## config.mk

```make
export PLATFORM = sky130hd
export DESIGN_NAME = lc4_core
export DESIGN_NICKNAME = d
export VERILOG_FILES = /design/src/verilog/lc4_isa_pkg.sv /design/src/verilog/lc4_pipe_pkg.sv /design/src/verilog/lc4_core.sv /design/src/verilog/lc4_decoder.sv /design/src/verilog/lc4_execute.sv /design/src/verilog/lc4_fetch.sv /design/src/verilog/lc4_hazard.sv /design/src/verilog/lc4_regfile.sv
export SDC_FILE = /design/constraint.sdc
export NUM_CORES = 1
export LEC_CHECK = 0
export ABC_CLOCK_PERIOD_IN_PS = 10200
export BUFFER_PORTS_ARGS = -buffer_cell sky130_fd_sc_hd__buf_2
export CAP_MARGIN = 40
export CORE_MARGIN = 3
export CORE_UTILIZATION = 32
export DETAILED_ROUTE_END_ITERATION = 7
export HOLD_SLACK_MARGIN = 0.06
export PLACE_DENSITY = 0.44
export SLEW_MARGIN = 20
export SYNTH_ARGS = -nofsm -noshare
export SYNTH_HDL_FRONTEND = slang
export SYNTH_SLANG_ARGS = --single-unit
```

## constraint.sdc

```tcl
create_clock -name gwe -period 10.2 [get_ports gwe]
set_input_delay 1.02 -clock gwe [delete_from_list [all_inputs] [get_ports gwe]]
set_output_delay 1.02 -clock gwe [all_outputs]
set_load 0.1 [all_outputs]
```

## src/verilog/lc4_isa_pkg.sv

```systemverilog
package lc4_isa_pkg;

   // basic widths of the machine
   localparam int unsigned WORD_W = 16;
   localparam int unsigned REG_W  = 3;
   localparam int unsigned NUM_REGS = 8;

   typedef logic [WORD_W-1:0] word_t;
   typedef logic [REG_W-1:0]  reg_sel_t;
   // one-hot condition code, n z p from msb to lsb
   typedef logic [2:0]        nzp_t;

   localparam nzp_t NZP_N = 3'b100;
   localparam nzp_t NZP_Z = 3'b010;
   localparam nzp_t NZP_P = 3'b001;

   // only the opcodes this core executes, anything else is a nop
   typedef enum logic [3:0] {
      OP_BR    = 4'b0000,
      OP_ARITH = 4'b0001,
      OP_LOGIC = 4'b0101,
      OP_LDR   = 4'b0110,
      OP_STR   = 4'b0111,
      OP_CONST = 4'b1001
   } opcode_t;

   // field positions inside an instruction word
   localparam int unsigned POS_OP   = 12;
   localparam int unsigned POS_RD   = 9;
   localparam int unsigned POS_RS   = 6;
   localparam int unsigned POS_SUB  = 3;
   localparam int unsigned POS_RT   = 0;
   // bit 5 marks the immediate form of arith and logic
   localparam int unsigned POS_IMMF = 5;
   localparam int unsigned IMM5_W   = 5;
   localparam int unsigned IMM6_W   = 6;
   localparam int unsigned IMM9_W   = 9;

   // sub-function codes of the register forms
   localparam logic [2:0] SUB_ADD = 3'b000;
   localparam logic [2:0] SUB_SUB = 3'b010;
   localparam logic [2:0] SUB_AND = 3'b000;
   localparam logic [2:0] SUB_OR  = 3'b010;
   localparam logic [2:0] SUB_XOR = 3'b011;

   localparam word_t RESET_PC = 16'h8200;

endpackage

```

## src/verilog/lc4_pipe_pkg.sv

```systemverilog
package lc4_pipe_pkg;

   // where an execute operand comes from
   typedef enum logic [1:0] {
      // value read from the register file in decode
      BYP_REG = 2'd0,
      // result of the instruction in the memory stage
      BYP_MEM = 2'd1,
      // value being written back this cycle
      BYP_WB  = 2'd2
   } byp_sel_t;

   // alu function, chosen by the decoder
   typedef enum logic [2:0] {
      ALU_ADD      = 3'd0,
      ALU_SUB      = 3'd1,
      ALU_AND      = 3'd2,
      ALU_OR       = 3'd3,
      ALU_XOR      = 3'd4,
      // const just passes the sign-extended immediate through
      ALU_PASS_IMM = 3'd5
   } alu_op_t;

endpackage

```

## src/verilog/lc4_core.sv

```systemverilog
`timescale 1ns/1ps

module lc4_core #(
   parameter lc4_isa_pkg::word_t P_RESET_PC = lc4_isa_pkg::RESET_PC
) (
   input  logic               gwe,
   input  logic               i_arst_n,
   output lc4_isa_pkg::word_t o_imem_addr,
   input  lc4_isa_pkg::word_t i_imem_data,
   output lc4_isa_pkg::word_t o_dmem_addr,
   output logic               o_dmem_we,
   output lc4_isa_pkg::word_t o_dmem_wdata,
   input  lc4_isa_pkg::word_t i_dmem_rdata
);
   import lc4_isa_pkg::*;
   import lc4_pipe_pkg::*;

   // fetch and hazard control
   word_t    f_pc;
   word_t    target;
   logic     stall;
   logic     redirect;
   byp_sel_t byp_a;
   byp_sel_t byp_b;
   // decode stage
   word_t    d_insn;
   word_t    d_pc;
   reg_sel_t d_rs;
   reg_sel_t d_rt;
   reg_sel_t d_rd;
   logic     d_rs_re;
   logic     d_rt_re;
   logic     d_reg_we;
   logic     d_nzp_we;
   logic     d_is_load;
   logic     d_is_store;
   logic     d_is_branch;
   logic     d_use_imm;
   word_t    d_imm;
   alu_op_t  d_alu_op;
   word_t    d_rs_data;
   word_t    d_rt_data;
   // execute stage
   reg_sel_t x_rs;
   reg_sel_t x_rt;
   reg_sel_t x_rd;
   logic     x_reg_we;
   logic     x_nzp_we;
   logic     x_is_load;
   logic     x_is_store;
   logic     x_is_branch;
   logic     x_use_imm;
   alu_op_t  x_alu_op;
   nzp_t     x_br_mask;
   word_t    x_rs_data;
   word_t    x_rt_data;
   word_t    x_imm;
   word_t    x_pc;
   word_t    x_result;
   word_t    x_store_data;
   // memory stage
   reg_sel_t m_rd;
   logic     m_reg_we;
   logic     m_nzp_we;
   logic     m_is_load;
   logic     m_is_store;
   word_t    m_result;
   word_t    m_store_data;
   // writeback stage
   reg_sel_t w_rd;
   logic     w_reg_we;
   logic     w_nzp_we;
   logic     w_is_load;
   word_t    w_result;
   word_t    w_load_data;
   word_t    w_wdata;

   lc4_fetch #(.P_RESET_PC(P_RESET_PC)) fetch0 (
      .gwe(gwe), .i_arst_n(i_arst_n), .i_stall(stall), .i_redirect(redirect),
      .i_target(target), .o_pc(f_pc), .o_pc_next_seq()
   );

   assign o_imem_addr = f_pc;

   // decode latch holds on stall, squashed by a taken branch
   always_ff @(posedge gwe or negedge i_arst_n) begin
      if (!i_arst_n) begin
         d_insn <= '0;
      end else if (redirect) begin
         d_insn <= '0;
      end else if (!stall) begin
         d_insn <= i_imem_data;
      end
   end

   always_ff @(posedge gwe) begin
      if (!stall) begin
         d_pc <= f_pc;
      end
   end

   lc4_decoder dec0 (
      .i_insn(d_insn), .o_rs(d_rs), .o_rt(d_rt), .o_rd(d_rd),
      .o_rs_re(d_rs_re), .o_rt_re(d_rt_re), .o_reg_we(d_reg_we), .o_nzp_we(d_nzp_we),
      .o_is_load(d_is_load), .o_is_store(d_is_store), .o_is_branch(d_is_branch),
      .o_use_imm(d_use_imm), .o_imm(d_imm), .o_alu_op(d_alu_op)
   );

   lc4_regfile rf0 (
      .gwe(gwe), .i_arst_n(i_arst_n), .i_rs(d_rs), .i_rt(d_rt), .i_rd(w_rd),
      .i_we(w_reg_we), .i_wdata(w_wdata), .o_rs_data(d_rs_data), .o_rt_data(d_rt_data)
   );

   lc4_hazard haz0 (
      .gwe(gwe), .i_arst_n(i_arst_n),
      .i_d_rs(d_rs), .i_d_rt(d_rt), .i_x_rs(x_rs), .i_x_rt(x_rt), .i_x_rd(x_rd),
      .i_m_rd(m_rd), .i_w_rd(w_rd), .i_d_rs_re(d_rs_re), .i_d_rt_re(d_rt_re),
      .i_d_is_branch(d_is_branch), .i_x_is_load(x_is_load), .i_m_reg_we(m_reg_we),
      .i_w_reg_we(w_reg_we), .o_stall(stall), .o_byp_a(byp_a), .o_byp_b(byp_b)
   );

   // execute latch, a stall or a flush sends in a bubble
   always_ff @(posedge gwe or negedge i_arst_n) begin
      if (!i_arst_n) begin
         {x_reg_we, x_nzp_we, x_is_load, x_is_store, x_is_branch} <= '0;
      end else if (stall || redirect) begin
         {x_reg_we, x_nzp_we, x_is_load, x_is_store, x_is_branch} <= '0;
      end else begin
         {x_reg_we, x_nzp_we, x_is_load, x_is_store, x_is_branch} <=
            {d_reg_we, d_nzp_we, d_is_load, d_is_store, d_is_branch};
      end
   end

   always_ff @(posedge gwe) begin
      x_rs      <= d_rs;
      x_rt      <= d_rt;
      x_rd      <= d_rd;
      x_use_imm <= d_use_imm;
      x_alu_op  <= d_alu_op;
      x_br_mask <= d_insn[POS_RD +: 3];
      x_rs_data <= d_rs_data;
      x_rt_data <= d_rt_data;
      x_imm     <= d_imm;
      x_pc      <= d_pc;
   end

   lc4_execute ex0 (
      .gwe(gwe), .i_arst_n(i_arst_n), .i_rs_data(x_rs_data), .i_rt_data(x_rt_data),
      .i_m_result(m_result), .i_w_result(w_wdata), .i_imm(x_imm), .i_pc(x_pc),
      .i_byp_a(byp_a), .i_byp_b(byp_b), .i_alu_op(x_alu_op), .i_use_imm(x_use_imm),
      .i_is_branch(x_is_branch), .i_m_nzp_we(m_nzp_we), .i_w_nzp_we(w_nzp_we),
      .i_br_mask(x_br_mask), .o_result(x_result), .o_store_data(x_store_data),
      .o_target(target), .o_redirect(redirect)
   );

   // memory latch
   always_ff @(posedge gwe or negedge i_arst_n) begin
      if (!i_arst_n) begin
         {m_reg_we, m_nzp_we, m_is_load, m_is_store} <= '0;
      end else begin
         {m_reg_we, m_nzp_we, m_is_load, m_is_store} <=
            {x_reg_we, x_nzp_we, x_is_load, x_is_store};
      end
   end

   always_ff @(posedge gwe) begin
      m_rd         <= x_rd;
      m_result     <= x_result;
      m_store_data <= x_store_data;
   end

   assign o_dmem_addr = m_result;
   assign o_dmem_we   = m_is_store;
   // a store's rt is carried in m_rd, a load just ahead in writeback feeds it
   assign o_dmem_wdata = (w_is_load && w_reg_we && w_rd == m_rd) ? w_wdata : m_store_data;

   // writeback latch
   always_ff @(posedge gwe or negedge i_arst_n) begin
      if (!i_arst_n) begin
         {w_reg_we, w_nzp_we, w_is_load} <= '0;
      end else begin
         {w_reg_we, w_nzp_we, w_is_load} <= {m_reg_we, m_nzp_we, m_is_load};
      end
   end

   always_ff @(posedge gwe) begin
      w_rd        <= m_rd;
      w_result    <= m_result;
      w_load_data <= i_dmem_rdata;
   end

   assign w_wdata = w_is_load ? w_load_data : w_result;

endmodule

```

## src/verilog/lc4_decoder.sv

```systemverilog
`timescale 1ns/1ps

module lc4_decoder (
   input  lc4_isa_pkg::word_t     i_insn,
   output lc4_isa_pkg::reg_sel_t  o_rs,
   output lc4_isa_pkg::reg_sel_t  o_rt,
   output lc4_isa_pkg::reg_sel_t  o_rd,
   output logic                   o_rs_re,
   output logic                   o_rt_re,
   output logic                   o_reg_we,
   output logic                   o_nzp_we,
   output logic                   o_is_load,
   output logic                   o_is_store,
   output logic                   o_is_branch,
   output logic                   o_use_imm,
   output lc4_isa_pkg::word_t     o_imm,
   output lc4_pipe_pkg::alu_op_t  o_alu_op
);
   import lc4_isa_pkg::*;
   import lc4_pipe_pkg::*;

   word_t      imm5;
   word_t      imm6;
   word_t      imm9;
   logic [2:0] sub;

   // sign-extended immediates of the three formats
   assign imm5 = {{(WORD_W-IMM5_W){i_insn[IMM5_W-1]}}, i_insn[IMM5_W-1:0]};
   assign imm6 = {{(WORD_W-IMM6_W){i_insn[IMM6_W-1]}}, i_insn[IMM6_W-1:0]};
   assign imm9 = {{(WORD_W-IMM9_W){i_insn[IMM9_W-1]}}, i_insn[IMM9_W-1:0]};
   assign sub  = i_insn[POS_SUB +: 3];

   always_comb begin
      o_rs        = i_insn[POS_RS +: REG_W];
      o_rt        = i_insn[POS_RT +: REG_W];
      o_rd        = i_insn[POS_RD +: REG_W];
      o_rs_re     = 1'b0;
      o_rt_re     = 1'b0;
      o_reg_we    = 1'b0;
      o_nzp_we    = 1'b0;
      o_is_load   = 1'b0;
      o_is_store  = 1'b0;
      o_is_branch = 1'b0;
      o_use_imm   = 1'b0;
      o_imm       = imm9;
      o_alu_op    = ALU_ADD;
      case (opcode_t'(i_insn[POS_OP +: 4]))
         // mask 000 is the nop
         OP_BR: o_is_branch = |i_insn[POS_RD +: 3];
         OP_ARITH: begin
            if (i_insn[POS_IMMF]) begin
               {o_rs_re, o_reg_we, o_nzp_we, o_use_imm} = 4'b1111;
               o_imm = imm5;
            end else if (sub == SUB_ADD || sub == SUB_SUB) begin
               {o_rs_re, o_rt_re, o_reg_we, o_nzp_we} = 4'b1111;
               o_alu_op = (sub == SUB_SUB) ? ALU_SUB : ALU_ADD;
            end
         end
         OP_LOGIC: begin
            // not and the immediate and stay nops
            if (!i_insn[POS_IMMF] && sub inside {SUB_AND, SUB_OR, SUB_XOR}) begin
               {o_rs_re, o_rt_re, o_reg_we, o_nzp_we} = 4'b1111;
               o_alu_op = (sub == SUB_AND) ? ALU_AND : (sub == SUB_OR) ? ALU_OR : ALU_XOR;
            end
         end
         OP_LDR: begin
            {o_rs_re, o_reg_we, o_nzp_we, o_is_load, o_use_imm} = 5'b11111;
            o_imm = imm6;
         end
         OP_STR: begin
            // store data sits in the rd field
            // rt_re stays low: store data may still be bypassed in the memory stage
            o_rt       = i_insn[POS_RD +: REG_W];
            o_rs_re    = 1'b1;
            o_is_store = 1'b1;
            o_use_imm  = 1'b1;
            o_imm      = imm6;
         end
         OP_CONST: begin
            {o_reg_we, o_nzp_we, o_use_imm} = 3'b111;
            o_alu_op = ALU_PASS_IMM;
         end
         default: ;
      endcase
   end

endmodule

```

## src/verilog/lc4_execute.sv

```systemverilog
`timescale 1ns/1ps

module lc4_execute (
   input  logic                   gwe,
   input  logic                   i_arst_n,
   input  lc4_isa_pkg::word_t     i_rs_data,
   input  lc4_isa_pkg::word_t     i_rt_data,
   input  lc4_isa_pkg::word_t     i_m_result,
   input  lc4_isa_pkg::word_t     i_w_result,
   input  lc4_isa_pkg::word_t     i_imm,
   input  lc4_isa_pkg::word_t     i_pc,
   input  lc4_pipe_pkg::byp_sel_t i_byp_a,
   input  lc4_pipe_pkg::byp_sel_t i_byp_b,
   input  lc4_pipe_pkg::alu_op_t  i_alu_op,
   input  logic                   i_use_imm,
   input  logic                   i_is_branch,
   input  logic                   i_m_nzp_we,
   input  logic                   i_w_nzp_we,
   input  lc4_isa_pkg::nzp_t      i_br_mask,
   output lc4_isa_pkg::word_t     o_result,
   output lc4_isa_pkg::word_t     o_store_data,
   output lc4_isa_pkg::word_t     o_target,
   output logic                   o_redirect
);
   import lc4_isa_pkg::*;
   import lc4_pipe_pkg::*;

   word_t opa;
   word_t opb_reg;
   word_t opb;
   nzp_t  nzp_q;
   nzp_t  nzp_byp;

   function automatic nzp_t nzp_of(input word_t v);
      if (v == '0) begin
         return NZP_Z;
      end
      return v[WORD_W-1] ? NZP_N : NZP_P;
   endfunction

   // operand bypass muxes
   always_comb begin
      case (i_byp_a)
         BYP_MEM: opa = i_m_result;
         BYP_WB:  opa = i_w_result;
         default: opa = i_rs_data;
      endcase
      case (i_byp_b)
         BYP_MEM: opb_reg = i_m_result;
         BYP_WB:  opb_reg = i_w_result;
         default: opb_reg = i_rt_data;
      endcase
   end

   assign opb = i_use_imm ? i_imm : opb_reg;

   always_comb begin
      case (i_alu_op)
         ALU_SUB:      o_result = opa - opb;
         ALU_AND:      o_result = opa & opb;
         ALU_OR:       o_result = opa | opb;
         ALU_XOR:      o_result = opa ^ opb;
         ALU_PASS_IMM: o_result = i_imm;
         default:      o_result = opa + opb;
      endcase
   end

   // store data is the bypassed rt, never the immediate
   assign o_store_data = opb_reg;

   // architectural nzp, updated as writeback retires
   always_ff @(posedge gwe or negedge i_arst_n) begin
      if (!i_arst_n) begin
         nzp_q <= NZP_Z;
      end else if (i_w_nzp_we) begin
         nzp_q <= nzp_of(i_w_result);
      end
   end

   // youngest nzp writer wins, same as the operand bypass
   assign nzp_byp = i_m_nzp_we ? nzp_of(i_m_result) :
                    i_w_nzp_we ? nzp_of(i_w_result) : nzp_q;

   assign o_redirect = i_is_branch & |(i_br_mask & nzp_byp);
   assign o_target   = i_pc + 16'd1 + i_imm;

endmodule

```

## src/verilog/lc4_fetch.sv

```systemverilog
`timescale 1ns/1ps

module lc4_fetch #(
   parameter lc4_isa_pkg::word_t P_RESET_PC = lc4_isa_pkg::RESET_PC
) (
   input  logic               gwe,
   input  logic               i_arst_n,
   input  logic               i_stall,
   input  logic               i_redirect,
   input  lc4_isa_pkg::word_t i_target,
   output lc4_isa_pkg::word_t o_pc,
   output lc4_isa_pkg::word_t o_pc_next_seq
);
   import lc4_isa_pkg::*;

   word_t pc_q;
   word_t pc_inc;

   assign pc_inc = pc_q + 16'd1;

   // a taken branch overrides a load-use hold
   always_ff @(posedge gwe or negedge i_arst_n) begin
      if (!i_arst_n) begin
         pc_q <= P_RESET_PC;
      end else if (i_redirect) begin
         pc_q <= i_target;
      end else if (!i_stall) begin
         pc_q <= pc_inc;
      end
   end

   assign o_pc          = pc_q;
   assign o_pc_next_seq = pc_inc;

   // the flush puts a bubble behind every taken branch, so no back-to-back redirect
   a_no_double_redirect : assert property (
      @(posedge gwe) disable iff (!i_arst_n) i_redirect |=> !i_redirect
   );

endmodule

```

## src/verilog/lc4_hazard.sv

```systemverilog
`timescale 1ns/1ps

module lc4_hazard (
   input  logic                   gwe,
   input  logic                   i_arst_n,
   input  lc4_isa_pkg::reg_sel_t  i_d_rs,
   input  lc4_isa_pkg::reg_sel_t  i_d_rt,
   input  lc4_isa_pkg::reg_sel_t  i_x_rs,
   input  lc4_isa_pkg::reg_sel_t  i_x_rt,
   input  lc4_isa_pkg::reg_sel_t  i_x_rd,
   input  lc4_isa_pkg::reg_sel_t  i_m_rd,
   input  lc4_isa_pkg::reg_sel_t  i_w_rd,
   input  logic                   i_d_rs_re,
   input  logic                   i_d_rt_re,
   input  logic                   i_d_is_branch,
   input  logic                   i_x_is_load,
   input  logic                   i_m_reg_we,
   input  logic                   i_w_reg_we,
   output logic                   o_stall,
   output lc4_pipe_pkg::byp_sel_t o_byp_a,
   output lc4_pipe_pkg::byp_sel_t o_byp_b
);
   import lc4_pipe_pkg::*;

   // load in execute, its data is only there after the memory stage
   // a branch waits too since the load's nzp comes from that data
   assign o_stall = i_x_is_load &
                    ((i_d_rs_re && i_d_rs == i_x_rd) ||
                     (i_d_rt_re && i_d_rt == i_x_rd) ||
                     i_d_is_branch);

   // youngest producer first
   assign o_byp_a = (i_m_reg_we && i_m_rd == i_x_rs) ? BYP_MEM :
                    (i_w_reg_we && i_w_rd == i_x_rs) ? BYP_WB  : BYP_REG;
   assign o_byp_b = (i_m_reg_we && i_m_rd == i_x_rt) ? BYP_MEM :
                    (i_w_reg_we && i_w_rd == i_x_rt) ? BYP_WB  : BYP_REG;

   // the stall bubble is no load, so the stall drops after one cycle
   a_single_stall : assert property (
      @(posedge gwe) disable iff (!i_arst_n) o_stall |=> !o_stall
   );

endmodule

```

## src/verilog/lc4_regfile.sv

```systemverilog
`timescale 1ns/1ps

module lc4_regfile (
   input  logic                  gwe,
   input  logic                  i_arst_n,
   input  lc4_isa_pkg::reg_sel_t i_rs,
   input  lc4_isa_pkg::reg_sel_t i_rt,
   input  lc4_isa_pkg::reg_sel_t i_rd,
   input  logic                  i_we,
   input  lc4_isa_pkg::word_t    i_wdata,
   output lc4_isa_pkg::word_t    o_rs_data,
   output lc4_isa_pkg::word_t    o_rt_data
);
   import lc4_isa_pkg::*;

   word_t regs [NUM_REGS];

   always_ff @(posedge gwe or negedge i_arst_n) begin
      if (!i_arst_n) begin
         for (int i = 0; i < NUM_REGS; i++) begin
            regs[i] <= '0;
         end
      end else if (i_we) begin
         regs[i_rd] <= i_wdata;
      end
   end

   // write-through, decode sees the value writeback stores this cycle
   assign o_rs_data = (i_we && i_rd == i_rs) ? i_wdata : regs[i_rs];
   assign o_rt_data = (i_we && i_rd == i_rt) ? i_wdata : regs[i_rt];

endmodule
```

==> run_results.csv, run 1 <==
group,metric,value,unit
place,placed_cells,2510,
synthesis,ys_ff_latch,328,
place,place_congestion,0.8457,
synthesis,yosys.area_share.adder,5.056,%
clock_tree,cts_setup_buffers,0,
synthesis,ys_async_sr_fraction,52.44,%
timing,fin_setup_tns,0,ns
pwr,p_leak,8.328,nW
layout,final_util,37.88,%
route,avgRoutedWirePerCell,21.00,µm
setup_path,path_max_fanout,20,
route,drtIter0Drc,982,
global_route,grt_pass1_wl,81.43,mm
synthesis,synth_compound_area_share,15.17,%
pwr,p_per_area,340.0,nW/µm²
clock_tree,htree_levels,2,
layout,syn_to_final_growth,15.66,%
status,run_status,"finished, final reports clean",
setup_path,critPathArrivalTime,5.73,ns
layout,largest_register,"rf0.regs",
synthesis,ys_seq_area_share,45.64,%
timing,hold_viol,0,
job,cap_violations,0,
global_route,antenna_found_initial,2,
clock_tree,clockRootBuffer,"clkbuf_16",
clock_tree,clk_latency,0.56,ns
pwr,seqPwrFrac,35.0,%
timing,setup_slack,4.933,ns
pwr,clockPowerShare,21.3,%
setup_path,crit_chain,"xor2_1, or4_4, mux2i_1, o21ai_1, nand2_1, ha_1, nand2_1, a21boi_1, ha_1, nor2b_1, o31a_1, o211ai_1, a21oi_1, o31ai_1, o21ai_1, a21o_1, a21oi_1, xnor2_1, a221oi_1",
clock_tree,cts_buffers,39,
timing,min_period,5.267,ns
layout,diodes,0,
global_route,grt_pass1_vias,12940,
timing,rsz0062_at_grt,"false",
pwr,switchingPower,2.895,mW
layout,largest_register_ff_count,128,
place,io_buffers,82,
setup_path,max_stage_delay,0.70,ns
synthesis,ys.flop_type,"dfrtp_1",
floorplan,rows,82,
synthesis,synth_area,16630,µm²
clock_tree,cts_resized,0,
timing,fin_crit_sh,51.64,%
route,dr.pass1.iters,5,
timing,clock.fmax,189.9,MHz
clock_tree,cts_sinks,328,
synthesis,syn_inst,1828,
pwr,switching_share,44.27,%
timing,worst_pin_slew,0.8237,ns
floorplan,coreArea,50790,µm²
timing,setup_viol,0,
worst_hold_path,hold_path.class,"flop to flop",
floorplan,dieArea,54740,µm²
pwr,ir_worst_vdd,141.0,µV
setup_path,end_kind,"flop",
timing,slew_headroom,44.79,%
synthesis,synth-xor-area-share,4.160,%
place,hpwl,36.62,mm
setup_path,crit_type,"flop to flop",
timing,skew,0.02572,ns
clock_tree,hold_buffers,0,
route,routed_via_density,5.168,
floorplan,die_width,234.0,µm
layout,drive_above_1_share,13.85,%
clock_tree,cts_tree,"yes",
route,finalWirelength,54.30,mm
route,vias,13360,
floorplan,die_y,234.0,µm
synthesis,synth_edf_count,16,
pwr,power_frac_comb,43.8,%
clock_tree,clock_path_buffers,3,
setup_path,cp_top_family,"compound AO/OA/AOI/OAI gates",
synthesis,postSynthAreaPerCell,9.098,µm²
synthesis,synthSimpleGateAreaFrac,16.66,%
layout,stdcell_count,2585,
setup_path,worstSetupStartpointType,"flop",
place,dp_slack,4.973,ns
synthesis,syn_nets,1928,
global_route,grt_max_degree,81,
setup_path,cp_slowest_cell,"or4_4",
clock_tree,clkTransAtPathRegs,0.06,ns
route,drc,0,
global_route,grt-ovfl-total,0,
floorplan,start_util,32.75,%
setup_path,critical_path_required,10.66,ns
synthesis,yosys_warnings,0,
timing,slew_viol_final,0,
synthesis,synth_cell_types,69,
route,drtAntennaViolNets,0,
synthesis,synth_top_family_by_area,"simple AND/OR/NAND/NOR gates",
setup_path,path_buf_inv,0,
layout,nets,1983,
synthesis,synth_mux_area_share,8.742,%
global_route,grtUsageTotal,19.79,%
pwr,internal-power,3.645,mW
floorplan,ios,83,
-- power groups by stage --
stage	combinational [mW]	clock, mW	sequential (mW)
5_1_grt	3.14	1.49	2.35
3_3_place_gp	2.83	0	2.30
6_report	2.86	1.39	2.29
4_1_cts	2.88	1.43	2.28
3_5_place_dp	2.86	0	2.30
2_1_floorplan	1.74	0	2.61
-- path summary, 6_finish.rpt --
kind	startpoint	endpoint	slack (ns)	cells past startpoint
worst max-delay path	w_rd[2]$_DFF_P_	o_dmem_addr[15]$_DFF_P_	4.93	19
worst min-delay path	d_pc[9]$_DFFE_PN_	x_pc[9]$_DFF_P_	0.34	0
worst max register to register	w_rd[2]$_DFF_P_	o_dmem_addr[15]$_DFF_P_	4.93	19
worst min register to register	d_pc[9]$_DFFE_PN_	x_pc[9]$_DFF_P_	0.34	0
max in group asynchronous	i_arst_n	d_insn[7]$_DFFE_PN0P_	8.46	3
min in group asynchronous	i_arst_n	rf0.regs[26]$_DFFE_PN0P_	0.35	1
-- synth_stat cells (13+ instances only) --
cell | number | share of area [%]
o21ai_1 | 21 | 0.63
mux2i_1 | 62 | 3.7
nor2b_1 | 17 | 0.64
a311oi_1 | 33 | 1.7
dfxtp_1 | 140 | 17
xnor2_1 | 52 | 2.7
nand4_1 | 13 | 0.49
xor2_1 | 27 | 1.4
dfrtp_1 | 169 | 25
nor4_1 | 14 | 0.53
nor2_1 | 174 | 3.9
o21ai_0 | 101 | 3.0
nand2b_1 | 15 | 0.56
mux4_2 | 32 | 4.3
a21oi_1 | 176 | 5.3
nand3_1 | 46 | 1.4
and3_1 | 26 | 0.98
nand2_1 | 287 | 6.5
ha_1 | 64 | 4.8
clkbuf_1 | 105 | 2.4
edfxtp_1 | 16 | 2.9
nor3_1 | 19 | 0.57
inv_1 | 69 | 1.6
-- area by class of cell --
cell class | instances | area [µm²]
Clock inverter | 9 | 110.1
Sequential cell | 328 | 7594
Fill cell | 5124 | 31550
Multi-Input combinational cell | 1303 | 8364
Clock buffer | 62 | 1154
Inverter | 75 | 281.5
Timing Repair Buffer | 136 | 892.1
Tap cell | 672 | 840.8
-- stage by stage --
| step | hold WS [ns] | power (mW) | cell area (µm²) |
|---|---|---|---|
| floorplan | 0.3233 | 4.347 | 16630 |
| global placement | 0.3246 | 5.124 | 17830 |
| detailed placement | 0.3269 | 5.166 | 17900 |
| CTS | 0.3417 | 6.593 | 19170 |
| global route | 0.3434 | 6.974 | 19240 |
| finish | 0.3396 | 6.539 | 19240 |
-- layer usage --
layer | vias to the layer above | share of wire [%] | track usage (%)
met5 | - | 0 | 0
met3 | 64 | 4.8 | 3.061
met4 | 0 | 2.2 | 5.184
met1 | 6498 | 46 | 27.05
li1 | 6462 | - | -
met2 | 336 | 47 | 32.77
-- placed cells by master (no fill, tap or decap), types with 16 or more instances in the layout --
master and n:
nand2_1 287, a21oi_1 176, nor2_1 174, dfrtp_1 167, dfxtp_1 140, o21ai_0 101
buf_2 83, inv_1 68, ha_1 64, mux2i_1 59, xnor2_1 52, nand3_1 46
buf_4 46, clkbuf_16 40, a311oi_1 33, mux4_2 32, xor2_1 27, and3_1 25
o21ai_1 21, nor2b_1 17, edfxtp_1 16
-- cells by family (layout without fill, tap and decap cells) --
group | Yosys count | count (layout)
muxes | 104 | 104
xor gates and xnor gates | 79 | 79
and+or+nand+nor | 635 | 635
AOI/OAI and AO/OA | 419 | 419
adders and majority gates | 66 | 66
buffers and inverters | 197 | 282
DFF | 328 | 328
(Power assumes the default switching activity.)
==> inputs of run 2 (changes only) <==
- ABC_CLOCK_PERIOD_IN_PS: 10200 -> 4800
- PLACE_DENSITY: 0.44 -> 0.46
- clock period: 10.2 -> 4.8 ns (I/O delays scaled with it)
==> run_results.csv, run 2 (synthesized netlist as in run 1, its figures left out) <==
group,metric,value,unit
status,run_status,"finished, final reports clean",
layout,largest_register,"rf0.regs",
layout,diodes,0,
timing,fin_crit_sh,95.53,%
timing,clock.fmax,218.1,MHz
global_route,grt_pass1_wl,81.85,mm
timing,skew,0.01820,ns
clock_tree,cts_tree,"yes",
timing,rsz0062_at_grt,"false",
layout,stdcell_count,2630,
floorplan,coreArea,50790,µm²
setup_path,path_max_fanout,18,
clock_tree,cts_sinks,328,
clock_tree,clkTransAtPathRegs,0.06,ns
clock_tree,cts_setup_buffers,0,
timing,hold_viol,0,
pwr,p_per_area,717.3,nW/µm²
pwr,p_leak,8.544,nW
global_route,grt_pass1_vias,13200,
place,placed_cells,2537,
place,io_buffers,82,
timing,slew_viol_final,0,
floorplan,start_util,32.75,%
floorplan,rows,82,
layout,largest_register_ff_count,128,
layout,fillers,5143,
worst_hold_path,hold_path.class,"input port to flop",
setup_path,end_kind,"flop",
route,vias,13440,
floorplan,die_width,234.0,µm
route,drtAntennaViolNets,0,
global_route,grt-ovfl-total,0,
layout,layout_common_cells,"nand2_1, a21oi_1, nor2_1",
clock_tree,clk_latency,0.56,ns
layout,nets,2026,
place,hpwl,37.23,mm
layout,syn_to_final_growth,18.25,%
timing,slew_headroom,44.05,%
global_route,grt_max_degree,63,
clock_tree,clockRootBuffer,"clkbuf_16",
timing,worst_pin_slew,0.8347,ns
route,drc,0,
route,avgRoutedWirePerCell,20.51,µm
global_route,grtUsageTotal,19.71,%
floorplan,dieArea,54740,µm²
place,place_congestion,0.8805,
layout,mostFrequentLayoutCell,"nand2_1",
layout,drive_above_1_share,15.47,%
timing,min_period,4.585,ns
route,drtIter0Drc,943,
setup_path,critical_path_required,5.25,ns
route,routed_via_density,5.111,
route,dr.pass1.iters,5,
floorplan,die_y,234.0,µm
route,finalWirelength,53.95,mm
pwr,ir_worst_vdd,354.9,µV
setup_path,worstSetupStartpointType,"flop",
timing,fin_setup_tns,0,ns
timing,holdWs,0.1530,ns
clock_tree,clock_path_buffers,3,
layout,final_util,38.72,%
floorplan,ios,83,
clock_tree,htree_levels,2,
clock_tree,cts_buffers,41,
job,cap_violations,0,
global_route,antenna_found_initial,0,
pwr,power,14.11,mW
setup_path,critPathArrivalTime,5.04,ns
setup_path,crit_type,"flop to flop",
timing,setup_viol,0,
==> run 2: per-layer routing <==
metal,up-vias,part of all wire (%),track usage [%]
met5,-,0,0
met4,0,2.4,5.471
met1,6491,45,26.65
li1,6553,-,-
met2,323,48,32.84
met3,74,4.7,3.086
==> run 2: metrics by stage <==
stage          instance area (µm²)  worst slack, ns
6_report                     19670           0.2145
5_1_grt                      19670          0.01479
2_1_floorplan                16630           0.4110
3_3_place_gp                 18070           0.1555
4_1_cts                      19600           0.1171
3_5_place_dp                 18110           0.1511
==> run 2: what timing repair did <==
| action | in CTS | in global routing |
|---|---|---|
| gates resized for setup | 0 | 8 |
| setup endpoints to repair | 0 | 3 |
| hold endpoints to repair | 61 | 0 |
| hold buffers | 17 | 0 |
==> run 2: worst max-delay path, stage by stage, from the launching register on <==
cell and delay, ns:
dfxtp_1 0.32, xor2_1 0.19, or4_4 0.55, buf_4 0.23, mux2i_1 0.19, a221oi_2 0.28, and4_2 0.31, and2_1 0.17
and3_1 0.20, nor2_1 0.06, xnor2_1 0.16, ha_1 0.26, or3_1 0.38, o31ai_2 0.27, o21ai_1 0.16, a21o_1 0.20
a21oi_1 0.18, xnor2_1 0.08, a221oi_1 0.26
==> run 2: area by class of cell <==
| class | instances | area (µm²) | area share (%) |
|---|---|---|---|
| inverter | 75 | 281.5 | 1.431 |
| clock buffer | 65 | 1237 | 6.292 |
| tap | 672 | 840.8 | 4.275 |
| timing repair buffer | 177 | 1225 | 6.228 |
| clock inverter | 10 | 88.84 | 0.4517 |
| sequential | 328 | 7594 | 38.61 |
| multi-input combinational | 1303 | 8399 | 42.71 |
==> run 2: final timing paths <==
path,cells after the start,start,slack [ns],end
worst max-delay path,18,w_rd[0]$_DFF_P_,0.21,o_dmem_addr[15]$_DFF_P_
worst min-delay path,3,i_imem_data[15],0.15,d_insn[15]$_DFFE_PN0P_
worst max register to register,18,w_rd[0]$_DFF_P_,0.21,o_dmem_addr[15]$_DFF_P_
worst min register to register,0,d_pc[4]$_DFFE_PN_,0.33,x_pc[4]$_DFF_P_
max in group asynchronous,4,i_arst_n,3.05,d_insn[6]$_DFFE_PN0P_
min in group asynchronous,2,i_arst_n,0.44,rf0.regs[44]$_DFFE_PN0P_
==> run 2: power breakdown <==
| group | internal [mW] | switching (mW) | leakage [nW] |
|---|---|---|---|
| clock network | 1.82 | 1.23 | 0.653 |
| logic | 2.15 | 4.12 | 4.44 |
| registers | 3.93 | 0.861 | 3.45 |
